**config.mk**
```make
export PLATFORM = sky130hd
export DESIGN_NAME = rv_int_core
export DESIGN_NICKNAME = d
export VERILOG_FILES = /design/src/design/rv_pkg.sv /design/src/design/alu_lane.sv /design/src/design/inst_fetch.sv /design/src/design/int_regfile.sv /design/src/design/issue_unit.sv /design/src/design/pipe_slice.sv /design/src/design/rv_int_core.sv /design/src/design/writeback_arbiter.sv
export SDC_FILE = /design/constraint.sdc
export NUM_CORES = 2
export LEC_CHECK = 0
export BUFFER_PORTS_ARGS = -buffer_cell sky130_fd_sc_hd__buf_2
export CAP_MARGIN = 25
export CORE_MARGIN = 8
export CORE_UTILIZATION = 25
export DETAILED_ROUTE_END_ITERATION = 8
export PLACE_DENSITY_LB_ADDON = 0.3
export SETUP_SLACK_MARGIN = 0.3
export SLEW_MARGIN = 15
export SYNTH_ARGS = -nofsm -noshare
export SYNTH_HDL_FRONTEND = slang
export SYNTH_SLANG_ARGS = --single-unit
```
**constraint.sdc**
```tcl
create_clock -name aclk -period 16.55 [get_ports aclk]
set_input_delay 0.8275 -clock aclk [delete_from_list [all_inputs] [get_ports aclk]]
set_output_delay 0.8275 -clock aclk [all_outputs]
set_load 0.02 [all_outputs]
```
**src/design/rv_pkg.sv**
```systemverilog
// RV32I integer core definitions

`default_nettype none

package rv_pkg;

    ////////////////////
    // Architecture sizes
    ////////////////////

    localparam int XLEN = 32;
    localparam int ILEN = 32;
    localparam int REG_NB = 32;
    localparam int REG_AW = 5;

    // Major opcodes, bits [6:0] of the instruction
    localparam logic [6:0] OPC_OP = 7'b0110011;
    localparam logic [6:0] OPC_OP_IMM = 7'b0010011;
    localparam logic [6:0] OPC_LUI = 7'b0110111;

    ////////////////////
    // ALU operations
    ////////////////////

    typedef enum logic [3:0] {
        ALU_ADD,
        ALU_SUB,
        ALU_SLL,
        ALU_SLT,
        ALU_SLTU,
        ALU_XOR,
        ALU_SRL,
        ALU_SRA,
        ALU_OR,
        ALU_AND,
        // Operand b straight to the result, used by LUI
        ALU_PASS_B
    } alu_op_e;

    ////////////////////
    // Lane payloads
    ////////////////////

    typedef struct packed {
        alu_op_e op;
        logic [REG_AW-1:0] rd;
        logic [XLEN-1:0] opa;
        logic [XLEN-1:0] opb;
    } lane_req_t;

    typedef struct packed {
        logic [REG_AW-1:0] rd;
        logic [XLEN-1:0] res;
    } lane_rsp_t;

    // Status port layout
    localparam int STATUS_W = 3;
    localparam int ST_BUSY = 0;
    localparam int ST_ILLEGAL = 1;
    localparam int ST_BUS_ERR = 2;

endpackage

`default_nettype wire

```
**src/design/alu_lane.sv**
```systemverilog
// Integer ALU lane

`timescale 1ns/1ps
`default_nettype none

module alu_lane (
    input  wire                    aclk,
    input  wire                    arst_n,
    input  wire                    req_valid,
    output logic                   req_ready,
    input  wire rv_pkg::lane_req_t req,
    output logic                   rsp_valid,
    input  wire                    rsp_ready,
    output rv_pkg::lane_rsp_t      rsp
);

    import rv_pkg::*;

    logic [4:0] shamt;
    logic [XLEN-1:0] result;
    lane_rsp_t rsp_d;

    assign shamt = req.opb[4:0];

    always_comb begin
        case (req.op)
            ALU_ADD:  result = req.opa + req.opb;
            ALU_SUB:  result = req.opa - req.opb;
            ALU_SLL:  result = req.opa << shamt;
            ALU_SLT:  result = {31'b0, $signed(req.opa) < $signed(req.opb)};
            ALU_SLTU: result = {31'b0, req.opa < req.opb};
            ALU_XOR:  result = req.opa ^ req.opb;
            ALU_SRL:  result = req.opa >> shamt;
            ALU_SRA:  result = $unsigned($signed(req.opa) >>> shamt);
            ALU_OR:   result = req.opa | req.opb;
            ALU_AND:  result = req.opa & req.opb;
            default:  result = req.opb;
        endcase
    end

    assign rsp_d.rd = req.rd;
    assign rsp_d.res = result;

    // Single result slot, refilled while it drains
    pipe_slice #(
        .payload_t (lane_rsp_t)
    ) rsp_slot_inst (
        .aclk      (aclk),
        .arst_n    (arst_n),
        .in_valid  (req_valid),
        .in_ready  (req_ready),
        .in_data   (rsp_d),
        .out_valid (rsp_valid),
        .out_ready (rsp_ready),
        .out_data  (rsp)
    );

endmodule

`default_nettype wire

```
**src/design/inst_fetch.sv**
```systemverilog
// Sequential instruction fetch, AXI4-Lite read master

`timescale 1ns/1ps
`default_nettype none

module inst_fetch #(
    parameter logic [rv_pkg::XLEN-1:0] BOOT_ADDR = '0
) (
    input  wire                      aclk,
    input  wire                      arst_n,
    output logic                     imem_arvalid,
    input  wire                      imem_arready,
    output logic [rv_pkg::XLEN-1:0]  imem_araddr,
    output logic [2:0]               imem_arprot,
    input  wire                      imem_rvalid,
    output logic                     imem_rready,
    input  wire  [rv_pkg::ILEN-1:0]  imem_rdata,
    input  wire  [1:0]               imem_rresp,
    output logic                     inst_valid,
    input  wire                      inst_ready,
    output logic [rv_pkg::ILEN-1:0]  inst_data,
    output logic                     inst_err,
    output logic                     fetch_busy
);

    import rv_pkg::*;

    typedef enum logic [1:0] {FS_BOOT, FS_ADDR, FS_DATA, FS_HOLD} fetch_state_e;

    fetch_state_e state;
    logic [XLEN-1:0] pc;
    logic slot_in_valid;
    logic slot_in_ready;
    logic [ILEN:0] slot_in;
    logic [ILEN:0] slot_out;

    always_ff @(posedge aclk or negedge arst_n) begin
        if (!arst_n) begin
            state <= FS_BOOT;
            pc <= BOOT_ADDR;
        end else begin
            case (state)
                FS_BOOT: state <= FS_ADDR;
                FS_ADDR: if (imem_arready) state <= FS_DATA;
                FS_DATA: if (imem_rvalid && imem_rready) state <= FS_HOLD;
                FS_HOLD: begin
                    // Next word once the held one is taken
                    if (inst_valid && inst_ready) begin
                        state <= FS_ADDR;
                        pc <= pc + XLEN'(4);
                    end
                end
                default: state <= FS_BOOT;
            endcase
        end
    end

    // Instruction fetch, privileged, secure
    assign imem_arprot = 3'b101;
    assign imem_arvalid = (state == FS_ADDR);
    assign imem_araddr = pc;
    assign imem_rready = (state == FS_DATA) && slot_in_ready;

    // Any response other than OKAY flags the word
    assign slot_in_valid = (state == FS_DATA) && imem_rvalid;
    assign slot_in = {imem_rresp != 2'b00, imem_rdata};

    pipe_slice #(
        .payload_t (logic [ILEN:0])
    ) inst_slot_inst (
        .aclk      (aclk),
        .arst_n    (arst_n),
        .in_valid  (slot_in_valid),
        .in_ready  (slot_in_ready),
        .in_data   (slot_in),
        .out_valid (inst_valid),
        .out_ready (inst_ready),
        .out_data  (slot_out)
    );

    assign inst_err = slot_out[ILEN];
    assign inst_data = slot_out[ILEN-1:0];
    assign fetch_busy = (state == FS_DATA) || inst_valid;

endmodule

`default_nettype wire

```
**src/design/int_regfile.sv**
```systemverilog
// Integer register file

`timescale 1ns/1ps
`default_nettype none

module int_regfile (
    input  wire                                   aclk,
    input  wire                                   arst_n,
    input  wire  [rv_pkg::REG_AW-1:0]             rs1_addr,
    output logic [rv_pkg::XLEN-1:0]               rs1_val,
    input  wire  [rv_pkg::REG_AW-1:0]             rs2_addr,
    output logic [rv_pkg::XLEN-1:0]               rs2_val,
    input  wire                                   rd_wr,
    input  wire  [rv_pkg::REG_AW-1:0]             rd_addr,
    input  wire  [rv_pkg::XLEN-1:0]               rd_val,
    output logic [rv_pkg::REG_NB*rv_pkg::XLEN-1:0] dbg_regs
);

    import rv_pkg::*;

    logic [XLEN-1:0] regs [REG_NB];

    always_ff @(posedge aclk or negedge arst_n) begin
        if (!arst_n) begin
            for (int i = 0; i < REG_NB; i++) regs[i] <= '0;
        end else if (rd_wr && rd_addr != '0) begin
            regs[rd_addr] <= rd_val;
        end
    end

    assign rs1_val = regs[rs1_addr];
    assign rs2_val = regs[rs2_addr];

    // Flat debug view, x0 in the low word
    always_comb begin
        for (int i = 0; i < REG_NB; i++) dbg_regs[i*XLEN +: XLEN] = regs[i];
    end

endmodule

`default_nettype wire

```
**src/design/issue_unit.sv**
```systemverilog
// Decode, scoreboard and lane dispatch

`timescale 1ns/1ps
`default_nettype none

module issue_unit #(
    parameter int NB_LANE = 3
) (
    input  wire                                aclk,
    input  wire                                arst_n,
    input  wire                                inst_valid,
    output logic                               inst_ready,
    input  wire  [rv_pkg::ILEN-1:0]            inst_data,
    input  wire                                inst_err,
    output logic [rv_pkg::REG_AW-1:0]          rs1_addr,
    input  wire  [rv_pkg::XLEN-1:0]            rs1_val,
    output logic [rv_pkg::REG_AW-1:0]          rs2_addr,
    input  wire  [rv_pkg::XLEN-1:0]            rs2_val,
    output logic [NB_LANE-1:0]                 lane_req_valid,
    input  wire  [NB_LANE-1:0]                 lane_req_ready,
    output rv_pkg::lane_req_t [NB_LANE-1:0]    lane_req,
    input  wire                                wb_done,
    input  wire  [rv_pkg::REG_AW-1:0]          wb_addr,
    output logic                               issue_busy,
    output logic                               illegal,
    output logic                               bus_err
);

    import rv_pkg::*;

    localparam int PW = (NB_LANE > 1) ? $clog2(NB_LANE) : 1;

    logic [6:0] opcode;
    logic [2:0] funct3;
    logic [REG_AW-1:0] rd;
    logic is_op, is_imm, is_lui;
    logic drop, hazard, issue_ok, dispatch;
    logic [REG_NB-1:0] pend;
    logic [PW-1:0] ptr;
    lane_req_t req_d;

    function automatic alu_op_e alu_op(input logic [2:0] f3, input logic alt, input logic reg_op);
        alu_op_e op;
        case (f3)
            3'b000: op = (reg_op && alt) ? ALU_SUB : ALU_ADD;
            3'b001: op = ALU_SLL;
            3'b010: op = ALU_SLT;
            3'b011: op = ALU_SLTU;
            3'b100: op = ALU_XOR;
            3'b101: op = alt ? ALU_SRA : ALU_SRL;
            3'b110: op = ALU_OR;
            default: op = ALU_AND;
        endcase
        return op;
    endfunction

    ////////////////////
    // Decode
    ////////////////////

    assign opcode = inst_data[6:0];
    assign rd = inst_data[11:7];
    assign funct3 = inst_data[14:12];
    assign rs1_addr = inst_data[19:15];
    assign rs2_addr = inst_data[24:20];

    assign is_op = (opcode == OPC_OP);
    assign is_imm = (opcode == OPC_OP_IMM);
    assign is_lui = (opcode == OPC_LUI);

    always_comb begin
        req_d.op = ALU_ADD;
        req_d.rd = rd;
        req_d.opa = rs1_val;
        req_d.opb = rs2_val;
        if (is_op) begin
            req_d.op = alu_op(funct3, inst_data[30], 1'b1);
        end else if (is_imm) begin
            req_d.op = alu_op(funct3, inst_data[30], 1'b0);
            req_d.opb = {{20{inst_data[31]}}, inst_data[31:20]};
        end else if (is_lui) begin
            req_d.op = ALU_PASS_B;
            req_d.opb = {inst_data[31:12], 12'h000};
        end
    end

    ////////////////////
    // Hazards and dispatch
    ////////////////////

    // Bus errors win, the word itself is meaningless then
    assign drop = inst_err || !(is_op || is_imm || is_lui);
    assign hazard = ((is_op || is_imm) && pend[rs1_addr]) || (is_op && pend[rs2_addr]) || pend[rd];
    assign issue_ok = inst_valid && !drop && !hazard;
    assign dispatch = issue_ok && lane_req_ready[ptr];
    assign inst_ready = drop || (!hazard && lane_req_ready[ptr]);

    always_comb begin
        for (int i = 0; i < NB_LANE; i++) begin
            lane_req_valid[i] = issue_ok && (ptr == PW'(i));
            lane_req[i] = req_d;
        end
    end

    always_ff @(posedge aclk or negedge arst_n) begin
        if (!arst_n) begin
            pend <= '0;
            ptr <= '0;
            illegal <= 1'b0;
            bus_err <= 1'b0;
        end else begin
            if (wb_done) pend[wb_addr] <= 1'b0;
            if (dispatch) begin
                // x0 never waits on a write
                if (rd != '0) pend[rd] <= 1'b1;
                ptr <= (ptr == PW'(NB_LANE - 1)) ? '0 : ptr + 1'b1;
            end
            if (inst_valid && inst_err) bus_err <= 1'b1;
            if (inst_valid && !inst_err && drop) illegal <= 1'b1;
        end
    end

    assign issue_busy = |pend;

endmodule

`default_nettype wire

```
**src/design/pipe_slice.sv**
```systemverilog
// Valid/ready holding register

`timescale 1ns/1ps
`default_nettype none

module pipe_slice #(
    parameter type payload_t = logic
) (
    input  wire           aclk,
    input  wire           arst_n,
    input  wire           in_valid,
    output logic          in_ready,
    input  wire payload_t in_data,
    output logic          out_valid,
    input  wire           out_ready,
    output payload_t      out_data
);

    logic full;
    payload_t data_q;

    // Free slot, or the held entry leaves in this cycle
    assign in_ready = !full || out_ready;

    always_ff @(posedge aclk or negedge arst_n) begin
        if (!arst_n) begin
            full <= 1'b0;
        end else if (in_ready) begin
            full <= in_valid;
        end
    end

    always_ff @(posedge aclk) begin
        if (in_valid && in_ready) begin
            data_q <= in_data;
        end
    end

    assign out_valid = full;
    assign out_data = data_q;

endmodule

`default_nettype wire

```
**src/design/rv_int_core.sv**
```systemverilog
// RV32I integer execution core

`timescale 1ns/1ps
`default_nettype none

module rv_int_core #(
    parameter int NB_LANE = 3,
    parameter logic [rv_pkg::XLEN-1:0] BOOT_ADDR = '0
) (
    input  wire                                    aclk,
    input  wire                                    arst_n,
    output logic                                   imem_arvalid,
    input  wire                                    imem_arready,
    output logic [rv_pkg::XLEN-1:0]                imem_araddr,
    output logic [2:0]                             imem_arprot,
    input  wire                                    imem_rvalid,
    output logic                                   imem_rready,
    input  wire  [rv_pkg::ILEN-1:0]                imem_rdata,
    input  wire  [1:0]                             imem_rresp,
    output logic [rv_pkg::STATUS_W-1:0]            status,
    output logic [rv_pkg::REG_NB*rv_pkg::XLEN-1:0] dbg_regs
);

    import rv_pkg::*;

    ////////////////////
    // Internal links
    ////////////////////

    logic inst_valid, inst_ready, inst_err, fetch_busy;
    logic [ILEN-1:0] inst_data;
    logic [REG_AW-1:0] rs1_addr, rs2_addr, rd_addr, wb_addr;
    logic [XLEN-1:0] rs1_val, rs2_val, rd_val;
    logic rd_wr, wb_done, issue_busy, illegal, bus_err;
    logic [NB_LANE-1:0] lane_req_valid, lane_req_ready;
    logic [NB_LANE-1:0] lane_rsp_valid, lane_rsp_ready;
    lane_req_t [NB_LANE-1:0] lane_req;
    lane_rsp_t [NB_LANE-1:0] lane_rsp;

    inst_fetch #(.BOOT_ADDR(BOOT_ADDR)) inst_fetch_inst (
        .aclk, .arst_n,
        .imem_arvalid, .imem_arready, .imem_araddr, .imem_arprot,
        .imem_rvalid, .imem_rready, .imem_rdata, .imem_rresp,
        .inst_valid, .inst_ready, .inst_data, .inst_err, .fetch_busy
    );

    issue_unit #(.NB_LANE(NB_LANE)) issue_unit_inst (
        .aclk, .arst_n,
        .inst_valid, .inst_ready, .inst_data, .inst_err,
        .rs1_addr, .rs1_val, .rs2_addr, .rs2_val,
        .lane_req_valid, .lane_req_ready, .lane_req,
        .wb_done, .wb_addr, .issue_busy, .illegal, .bus_err
    );

    for (genvar i = 0; i < NB_LANE; i++) begin : g_lane
        alu_lane alu_lane_inst (
            .aclk      (aclk),
            .arst_n    (arst_n),
            .req_valid (lane_req_valid[i]),
            .req_ready (lane_req_ready[i]),
            .req       (lane_req[i]),
            .rsp_valid (lane_rsp_valid[i]),
            .rsp_ready (lane_rsp_ready[i]),
            .rsp       (lane_rsp[i])
        );
    end

    writeback_arbiter #(.NB_LANE(NB_LANE)) writeback_arbiter_inst (
        .aclk, .arst_n,
        .lane_rsp_valid, .lane_rsp_ready, .lane_rsp,
        .rd_wr, .rd_addr, .rd_val, .wb_done, .wb_addr
    );

    int_regfile int_regfile_inst (
        .aclk, .arst_n,
        .rs1_addr, .rs1_val, .rs2_addr, .rs2_val,
        .rd_wr, .rd_addr, .rd_val, .dbg_regs
    );

    // Busy covers fetch in flight and results not yet written back
    assign status[ST_BUSY] = fetch_busy || issue_busy;
    assign status[ST_ILLEGAL] = illegal;
    assign status[ST_BUS_ERR] = bus_err;

endmodule

`default_nettype wire

```
**src/design/writeback_arbiter.sv**
```systemverilog
// Round-robin write-back of lane results

`timescale 1ns/1ps
`default_nettype none

module writeback_arbiter #(
    parameter int NB_LANE = 3
) (
    input  wire                                aclk,
    input  wire                                arst_n,
    input  wire  [NB_LANE-1:0]                 lane_rsp_valid,
    output logic [NB_LANE-1:0]                 lane_rsp_ready,
    input  wire rv_pkg::lane_rsp_t [NB_LANE-1:0] lane_rsp,
    output logic                               rd_wr,
    output logic [rv_pkg::REG_AW-1:0]          rd_addr,
    output logic [rv_pkg::XLEN-1:0]            rd_val,
    output logic                               wb_done,
    output logic [rv_pkg::REG_AW-1:0]          wb_addr
);

    import rv_pkg::*;

    localparam int PW = (NB_LANE > 1) ? $clog2(NB_LANE) : 1;

    logic [PW-1:0] gp;
    logic [PW-1:0] sel;
    logic found;

    // First valid lane at or after the grant pointer
    always_comb begin
        int idx;
        found = 1'b0;
        sel = gp;
        for (int k = 0; k < NB_LANE; k++) begin
            idx = int'(gp) + k;
            if (idx >= NB_LANE) idx = idx - NB_LANE;
            if (!found && lane_rsp_valid[idx]) begin
                found = 1'b1;
                sel = PW'(idx);
            end
        end
    end

    always_comb begin
        for (int i = 0; i < NB_LANE; i++) begin
            lane_rsp_ready[i] = found && (sel == PW'(i));
        end
    end

    always_ff @(posedge aclk or negedge arst_n) begin
        if (!arst_n) begin
            gp <= '0;
        end else if (found) begin
            gp <= (sel == PW'(NB_LANE - 1)) ? '0 : sel + 1'b1;
        end
    end

    lane_rsp_t win;

    assign win = lane_rsp[sel];
    assign rd_wr = found;
    assign rd_addr = win.rd;
    assign rd_val = win.res;

    // Releases the scoreboard entry on the same edge as the write
    assign wb_done = found;
    assign wb_addr = win.rd;

endmodule

`default_nettype wire

```
Yosys cells after proc, flatten, opt, wreduce, memory -nomap -nowiden:

Index checks and enable logic that the tools add are counted.

* bitwise gates (word level): 9
* equal/unequal tests: 28
* mux-type cells: 61
* add/sub/neg operators: 10
* shift-type cells: 3
* $lt $le $gt $ge: 20
* reductions and logical operators: 62

Operators by type and width (count)
* bitwise mux 1024 bit: 1
* 2-to-1 mux 32 bit: 14
* binary-select mux 32 bit (select 5 bit): 2
* one-hot mux 32 bit (10 select lines): 1
* demux 32 bit (select 5 bit): 1
* < comparator 32 x 4 -> 1 bit (second input constant): 3
* binary-select mux 37 bit (select 2 bit): 1
* AND 32 bit: 2
* >= comparator 32 x 3 -> 1 bit (second input constant): 2
* < comparator 32 bit: 2
* bitwise OR 32 bit: 2
* subtractor 32 x 3 -> 32 bit (second input constant): 2
* one-hot mux 4 bit (7 select lines): 2
* 2-to-1 mux 37 bit: 1
* adder 32 x 3 -> 32 bit (second input constant): 1
* adder 32 bit: 1
* inverter 32 bit: 1
* OR reduction 32 bit: 1
* << shifter 32 x 5 -> 32 bit: 1
* right shift 32 x 5 -> 32 bit: 1
* >>> shifter 32 x 5 -> 32 bit: 1
* subtractor 32 bit: 1
* XOR 32 bit: 1
* logical AND 1 bit: 29
* 39 further kinds: 119

* bits in registers: 1244
* word-level logic and storage cells: 243

Depth between registers and ports, before layout:

* depth in word-level cells: 24
* gate-level depth with buffers: 26
* depth with buffers taken out: 20

Hierarchy:

A second synthesis with hierarchy kept.

* cells, all modules: 9392
* area, all modules: 93412.1 µm²

Modules (own cells, without submodules)
* int_regfile: area each 55399.4 µm², instances 1, cells an instance 4609
* alu_lane at g_lane[1].alu_lane_inst ...: area each 8603.3 µm², instances 2, cells an instance 1247
* alu_lane at g_lane[0].alu_lane_inst: area each 8868.5 µm², instances 1, cells an instance 1324
* issue_unit: area each 4578.1 µm², instances 1, cells an instance 523
* pipe_slice at g_lane[0].alu_lane_inst.rsp_slot_inst ...: area each 1164.9 µm², instances 3, cells an instance 41
* inst_fetch: area each 1576.5 µm², instances 1, cells an instance 146
* writeback_arbiter: area each 1222.4 µm², instances 1, cells an instance 133
* pipe_slice at inst_fetch_inst.inst_slot_inst: area each 1044.8 µm², instances 1, cells an instance 37
* rv_int_core: area each 21.3 µm², instances 1, cells an instance 3

Worst setup path before layout:

No wires, ideal clock.

* path type: flip-flop to flip-flop
* start: register inst_fetch_inst.inst_slot_inst.data_q (netlist bit inst_fetch_inst.inst_slot_inst.out_data[20])
* end: register g_lane[2].alu_lane_inst.rsp_slot_inst.full
* setup slack: 9.749 ns
* stages on the path, launching flop included: 11
* clock period less this slack: 6.801 ns
* setup time: 0.086 ns
* arrival: 6.714 ns
* required time: 16.464 ns
* cell sequence: edfxtp_1 buf_6 buf_8 mux4_1 mux4_2 mux2_2 a221oi_2 a21oi_1 or3_1 nor4_1 or2_2

* word-level cells in the longest chain between the ends: 8

RTL lines
* start, declared: RTL line pipe_slice.sv:20 `payload_t data_q;`
* start signal, assigned: RTL line pipe_slice.sv:35 `data_q <= in_data;`
* binary-select mux 1 bit (select 5 bit): RTL line issue_unit.sv:93 `assign hazard = ((is_op || is_imm) && pend[rs1_addr]) || (is_op && pend[rs2_addr]) || pend[rd];`
* 2-to-1 mux 1 bit (not written as such): RTL line issue_unit.sv:93
* logical AND 1 bit: RTL line issue_unit.sv:93
* logical OR 1 bit (2 in series): RTL line issue_unit.sv:93
* logical NOT 1 bit: RTL line issue_unit.sv:94 `assign issue_ok = inst_valid && !drop && !hazard;`
* logical AND 1 bit: RTL line issue_unit.sv:94
* logical AND 1 bit: RTL line issue_unit.sv:100 `lane_req_valid[i] = issue_ok && (ptr == PW'(i));`
* end signal, assigned: RTL line pipe_slice.sv:29 `full <= in_valid;`
* end, declared: RTL line pipe_slice.sv:19 `logic full;`

No other way between the ends. The select of a mux whose other input is x is not followed.
A chain may end at the register's enable or synchronous reset.

Worst setup path in the final report:

* start: register inst_fetch_inst.inst_slot_inst.data_q (netlist bit inst_fetch_inst.inst_slot_inst.out_data[22])
* end: register g_lane[1].alu_lane_inst.rsp_slot_inst.data_q (netlist bit g_lane[1].alu_lane_inst.rsp_slot_inst.out_data[20]) (data pin)

* word-level cells in the longest chain between the ends: 9
* elaborated cells between the ends (all ways): 16
* classes of those cells: add/sub: 2; shift: 3; mux: 7; bitwise: 4

RTL lines
* inverter 5 -> 6 bit (not written as such): RTL line int_regfile.sv:32 `assign rs2_val = regs[rs2_addr];`
* binary-select mux 32 bit (select 5 bit): RTL line int_regfile.sv:32
* 2-to-1 mux 32 bit (not written as such) (2 in series): RTL line int_regfile.sv:32
* 2-to-1 mux 32 bit: RTL line issue_unit.sv:81 `end else if (is_lui) begin`
* 2-to-1 mux 32 bit: RTL line issue_unit.sv:78 `end else if (is_imm) begin`
* 2-to-1 mux 32 bit *: RTL line issue_unit.sv:76 `if (is_op) begin`
* subtractor 32 bit, or another cell as far along
* one-hot mux 32 bit (10 select lines) *
* via g_lane[0].alu_lane_inst.result[20]: RTL line alu_lane.sv:20 `logic [XLEN-1:0] result;`
* end signal, assigned: RTL line pipe_slice.sv:35
* end, declared: RTL line pipe_slice.sv:20

Mark *: on every way through the listed nets, which the timed path passes. The rest lies on a longest branch. The select of a mux whose other input is x is not followed.

==> results.sh <==
export IMPL_synth_main_ff_cell="dfrtp_1"
export IMPL_pre_cts_ws_ns=7.583
export IMPL_maxSlewHeadroom_pct=24.15
export IMPL_grt_use_met3_pct=9.675
export IMPL_fin_cells=10651
export IMPL_synth_area_top_cells="dfrtp_1, mux2_2, mux4_2, edfxtp_1, mux2i_1"
export IMPL_p_leak_nw=42.60
export IMPL_drt_iter0_drc=7055
export IMPL_crit_buf_inv=7
export IMPL_cts_buffers=161
export IMPL_critPathMaxStageDelay_ns=0.92
export IMPL_cpMostUsedCell="buf_4"
export IMPL_fin_skew_ns=0.06749
export IMPL_first_pass_iters=7
export IMPL_tightestPinTransition_ns=1.138
export IMPL_vdd_drop_max_v=0.00006531
export IMPL_grt_busiest_layer="met2"
export IMPL_drcViolationCount=0
export IMPL_yosys_warnings=0
export IMPL_synth_common_cells="dfrtp_1, mux2_2, mux4_2"
export IMPL_crit_start="inst_fetch_inst.inst_slot_inst.out_data[22]"
export IMPL_critical_path_class="flop to flop"
export IMPL_via_count=60984
export IMPL_crit_path_start_kind="flop"
export IMPL_die_area_um2=310000
export IMPL_cp_slowest_cell="buf_4"
export IMPL_start_util_pct=25.14
export IMPL_clk_path_buf_depth=4
export IMPL_syn_inst=5733
export IMPL_grt_use_met2_pct=41.23
export IMPL_final_core_util_pct=30.47
export IMPL_end_kind="flop"
export IMPL_syn_area_per_cell_um2=12.75
export IMPL_grt_max_degree=144
export IMPL_finalHoldViolations=0
export IMPL_crit_fanout=100
export IMPL_grt_usage_pct=26.93
export IMPL_die_h_um=556.8
export IMPL_post_route_min_period_ns=9.190
export IMPL_antenna_found_initial=33
export IMPL_die_width_um=556.8
export IMPL_htreeDepth=4
export IMPL_post_synth_num_cell_types=91
export IMPL_num_rows=198
export IMPL_synth_yosys_seq_area_share_pct=43.50
export IMPL_io_pins=1102
export IMPL_via_per_inst=5.726
export IMPL_worstPathCellList="buf_12 > buf_4 > mux4_2 > mux4_2 > a21o_1 > a21oi_4 > buf_4 > clkinv_1 > buf_4 > ha_1 > o311a_1 > o2111ai_1 > o211ai_1 > a21o_1 > o41ai_1 > buf_4 > o21bai_1 > mux2_2 > o21ai_0 > nor4_1 > buf_2 > a211oi_1"
export IMPL_detailed_place_hpwl_um=317100
export IMPL_clkLatencyLatePin_ns=0.86
export IMPL_holdBufCountCts=0
export IMPL_crit_arrival_ns=9.73
export IMPL_synth_seq_cells=1242
export IMPL_syn_to_final_growth_pct=21.23
export IMPL_drive_gt1_share_pct=47.05
export IMPL_setup_tns_final_ns=0
export IMPL_synthArstFlopShare_pct=88.41
export IMPL_ant_nets=0
export IMPL_timing_final_crit_share_pct=55.53
export IMPL_yosys_area_top_type_share_pct=37.58
export IMPL_status="completed"
export IMPL_p_total_mw=6.868
export IMPL_nets=6756
export IMPL_core_um2=290800
export IMPL_cts_resized=0
export IMPL_first_global_vias=60843
export IMPL_drt_wl_total_um=435000
export IMPL_root_buffer="clkbuf_16"
export IMPL_synth_area_leader_cell="dfrtp_1"
export IMPL_cts_tree="yes"
export IMPL_port_buffers=1096
export IMPL_maxSlewViolCount=0
export IMPL_wl_per_cell_um=40.84
export IMPL_nFillCells=29626
export IMPL_crit_cells=22
export IMPL_worst_ep_required_time_ns=17.09
export IMPL_gp_congestion=1.020
export IMPL_post_cts_buffers=0
export IMPL_cp_top_family="buffers and inverters"
export IMPL_path_clk_slew_ns=0.06
export IMPL_powerDensity_nw_per_um2=77.50
export IMPL_r2r_cells=22
export IMPL_finalSetupViolCount=0
export IMPL_synth_edf_count=144
export IMPL_rsz0062_at_grt="no"
export IMPL_grt_pass1_wl_um=578000
export IMPL_use_met1_pct=33.62
export IMPL_synth_most_common_cell="dfrtp_1"
export IMPL_final_setup_worst_slack_ns=7.360
export IMPL_max_freq_mhz=108.8
export IMPL_dp_cells=10342
export IMPL_syn_area_um2=73110
export IMPL_r2r_start="inst_fetch_inst.inst_slot_inst.out_data[22]"
export IMPL_cap_violations=0
export IMPL_hold_path_class="primary input to async pin"
export IMPL_gr_total_overflow=0
export IMPL_clkSinkCount=1242
where the power goes:
part | internal, mW | switching, mW
clock | 2.23 | 1.49
combinational | 0.00675 | 0.0609
sequential | 3.08 | 0
metal layers:
metal  vias to the layer above  part of all wire (%)
met5                         -                 0.013
met4                        10                   6.2
met2                      3648                    44
li1                      23763                     -
met1                     32717                    39
met3                       846                    11
sequential cells by signal, summed over array words and instances (netlist names):
register	flops
int_regfile_inst.dbg_regs	1024
g_lane.alu_lane_inst.rsp_slot_inst.out_data	111
inst_fetch_inst.inst_slot_inst.out_data	33
issue_unit_inst.pend	32
inst_fetch_inst.imem_araddr	30
g_lane.alu_lane_inst.rsp_slot_inst.out_valid	3
inst_fetch_inst.state	2
issue_unit_inst.ptr	2
writeback_arbiter_inst.gp	2
inst_fetch_inst.inst_slot_inst.out_valid	1
issue_unit_inst.bus_err	1
issue_unit_inst.illegal	1
cell type report:
cell class | instances | area, µm² | share of cell area, %
well taps | 3900 | 4880 | 5.506
flip-flops and latches | 1242 | 31800 | 35.88
inverters | 139 | 521.8 | 0.5887
repair buffers | 1289 | 7046 | 7.949
multi-input cells | 3775 | 38830 | 43.81
diodes | 13 | 32.53 | 0.03670
clock inverters | 55 | 740.7 | 0.8357
clock buffers | 238 | 4782 | 5.396
cell families after synthesis:
family,count (synthesis),synth area share (%)
buffers and inverters,719,4.087
adders and majority gates,110,1.903
and+or+nand+nor,779,5.290
xor gates and xnor gates,39,0.4672
AOI/OAI and AO/OA,920,8.605
muxes,1922,36.14
other,2,0.01027
DFF,1242,43.50
stage by stage:
stage               hold WS, ns  cell area [µm²]
global placement         0.4098            82880
floorplan                0.4359            73120
global route             0.1035            88600
CTS                     0.04987            88550
detailed placement       0.4112            83020
finish                  0.07197            88630
final timing paths:
check	endpoint	slack, ns
min in group aclk	inst_fetch_inst.inst_slot_inst.out_data[25]	0.15
worst min-delay path	int_regfile_inst.dbg_regs[275]	0.07
worst max-delay path	g_lane[1].alu_lane_inst.rsp_slot_inst.out_data[20]	7.36
worst max register to register	g_lane[1].alu_lane_inst.rsp_slot_inst.out_data[20]	7.36
worst min register to register	int_regfile_inst.dbg_regs[15]	0.42
max in group asynchronous	int_regfile_inst.dbg_regs[23]	12.80
cell usage in the layout, fill, tap and decap left out, types with 30 or more instances in the layout:
master / n
buf_2: 1099
dfrtp_1: 1098
mux2_2: 1032
mux4_2: 468
mux2i_1: 420
a22oi_1: 199
nand2_1: 183
buf_4: 177
a21oi_1: 167
clkbuf_16: 164
nor2_1: 157
edfxtp_1: 144
o21ai_0: 138
inv_1: 135
nand3_1: 113
ha_1: 108
nor3_1: 53
a211oi_1: 41
clkbuf_8: 40
a22o_1: 37
nand4_1: 34
clkbuf_1: 34
xor2_1: 30
Power figures use the tool's default switching activity.
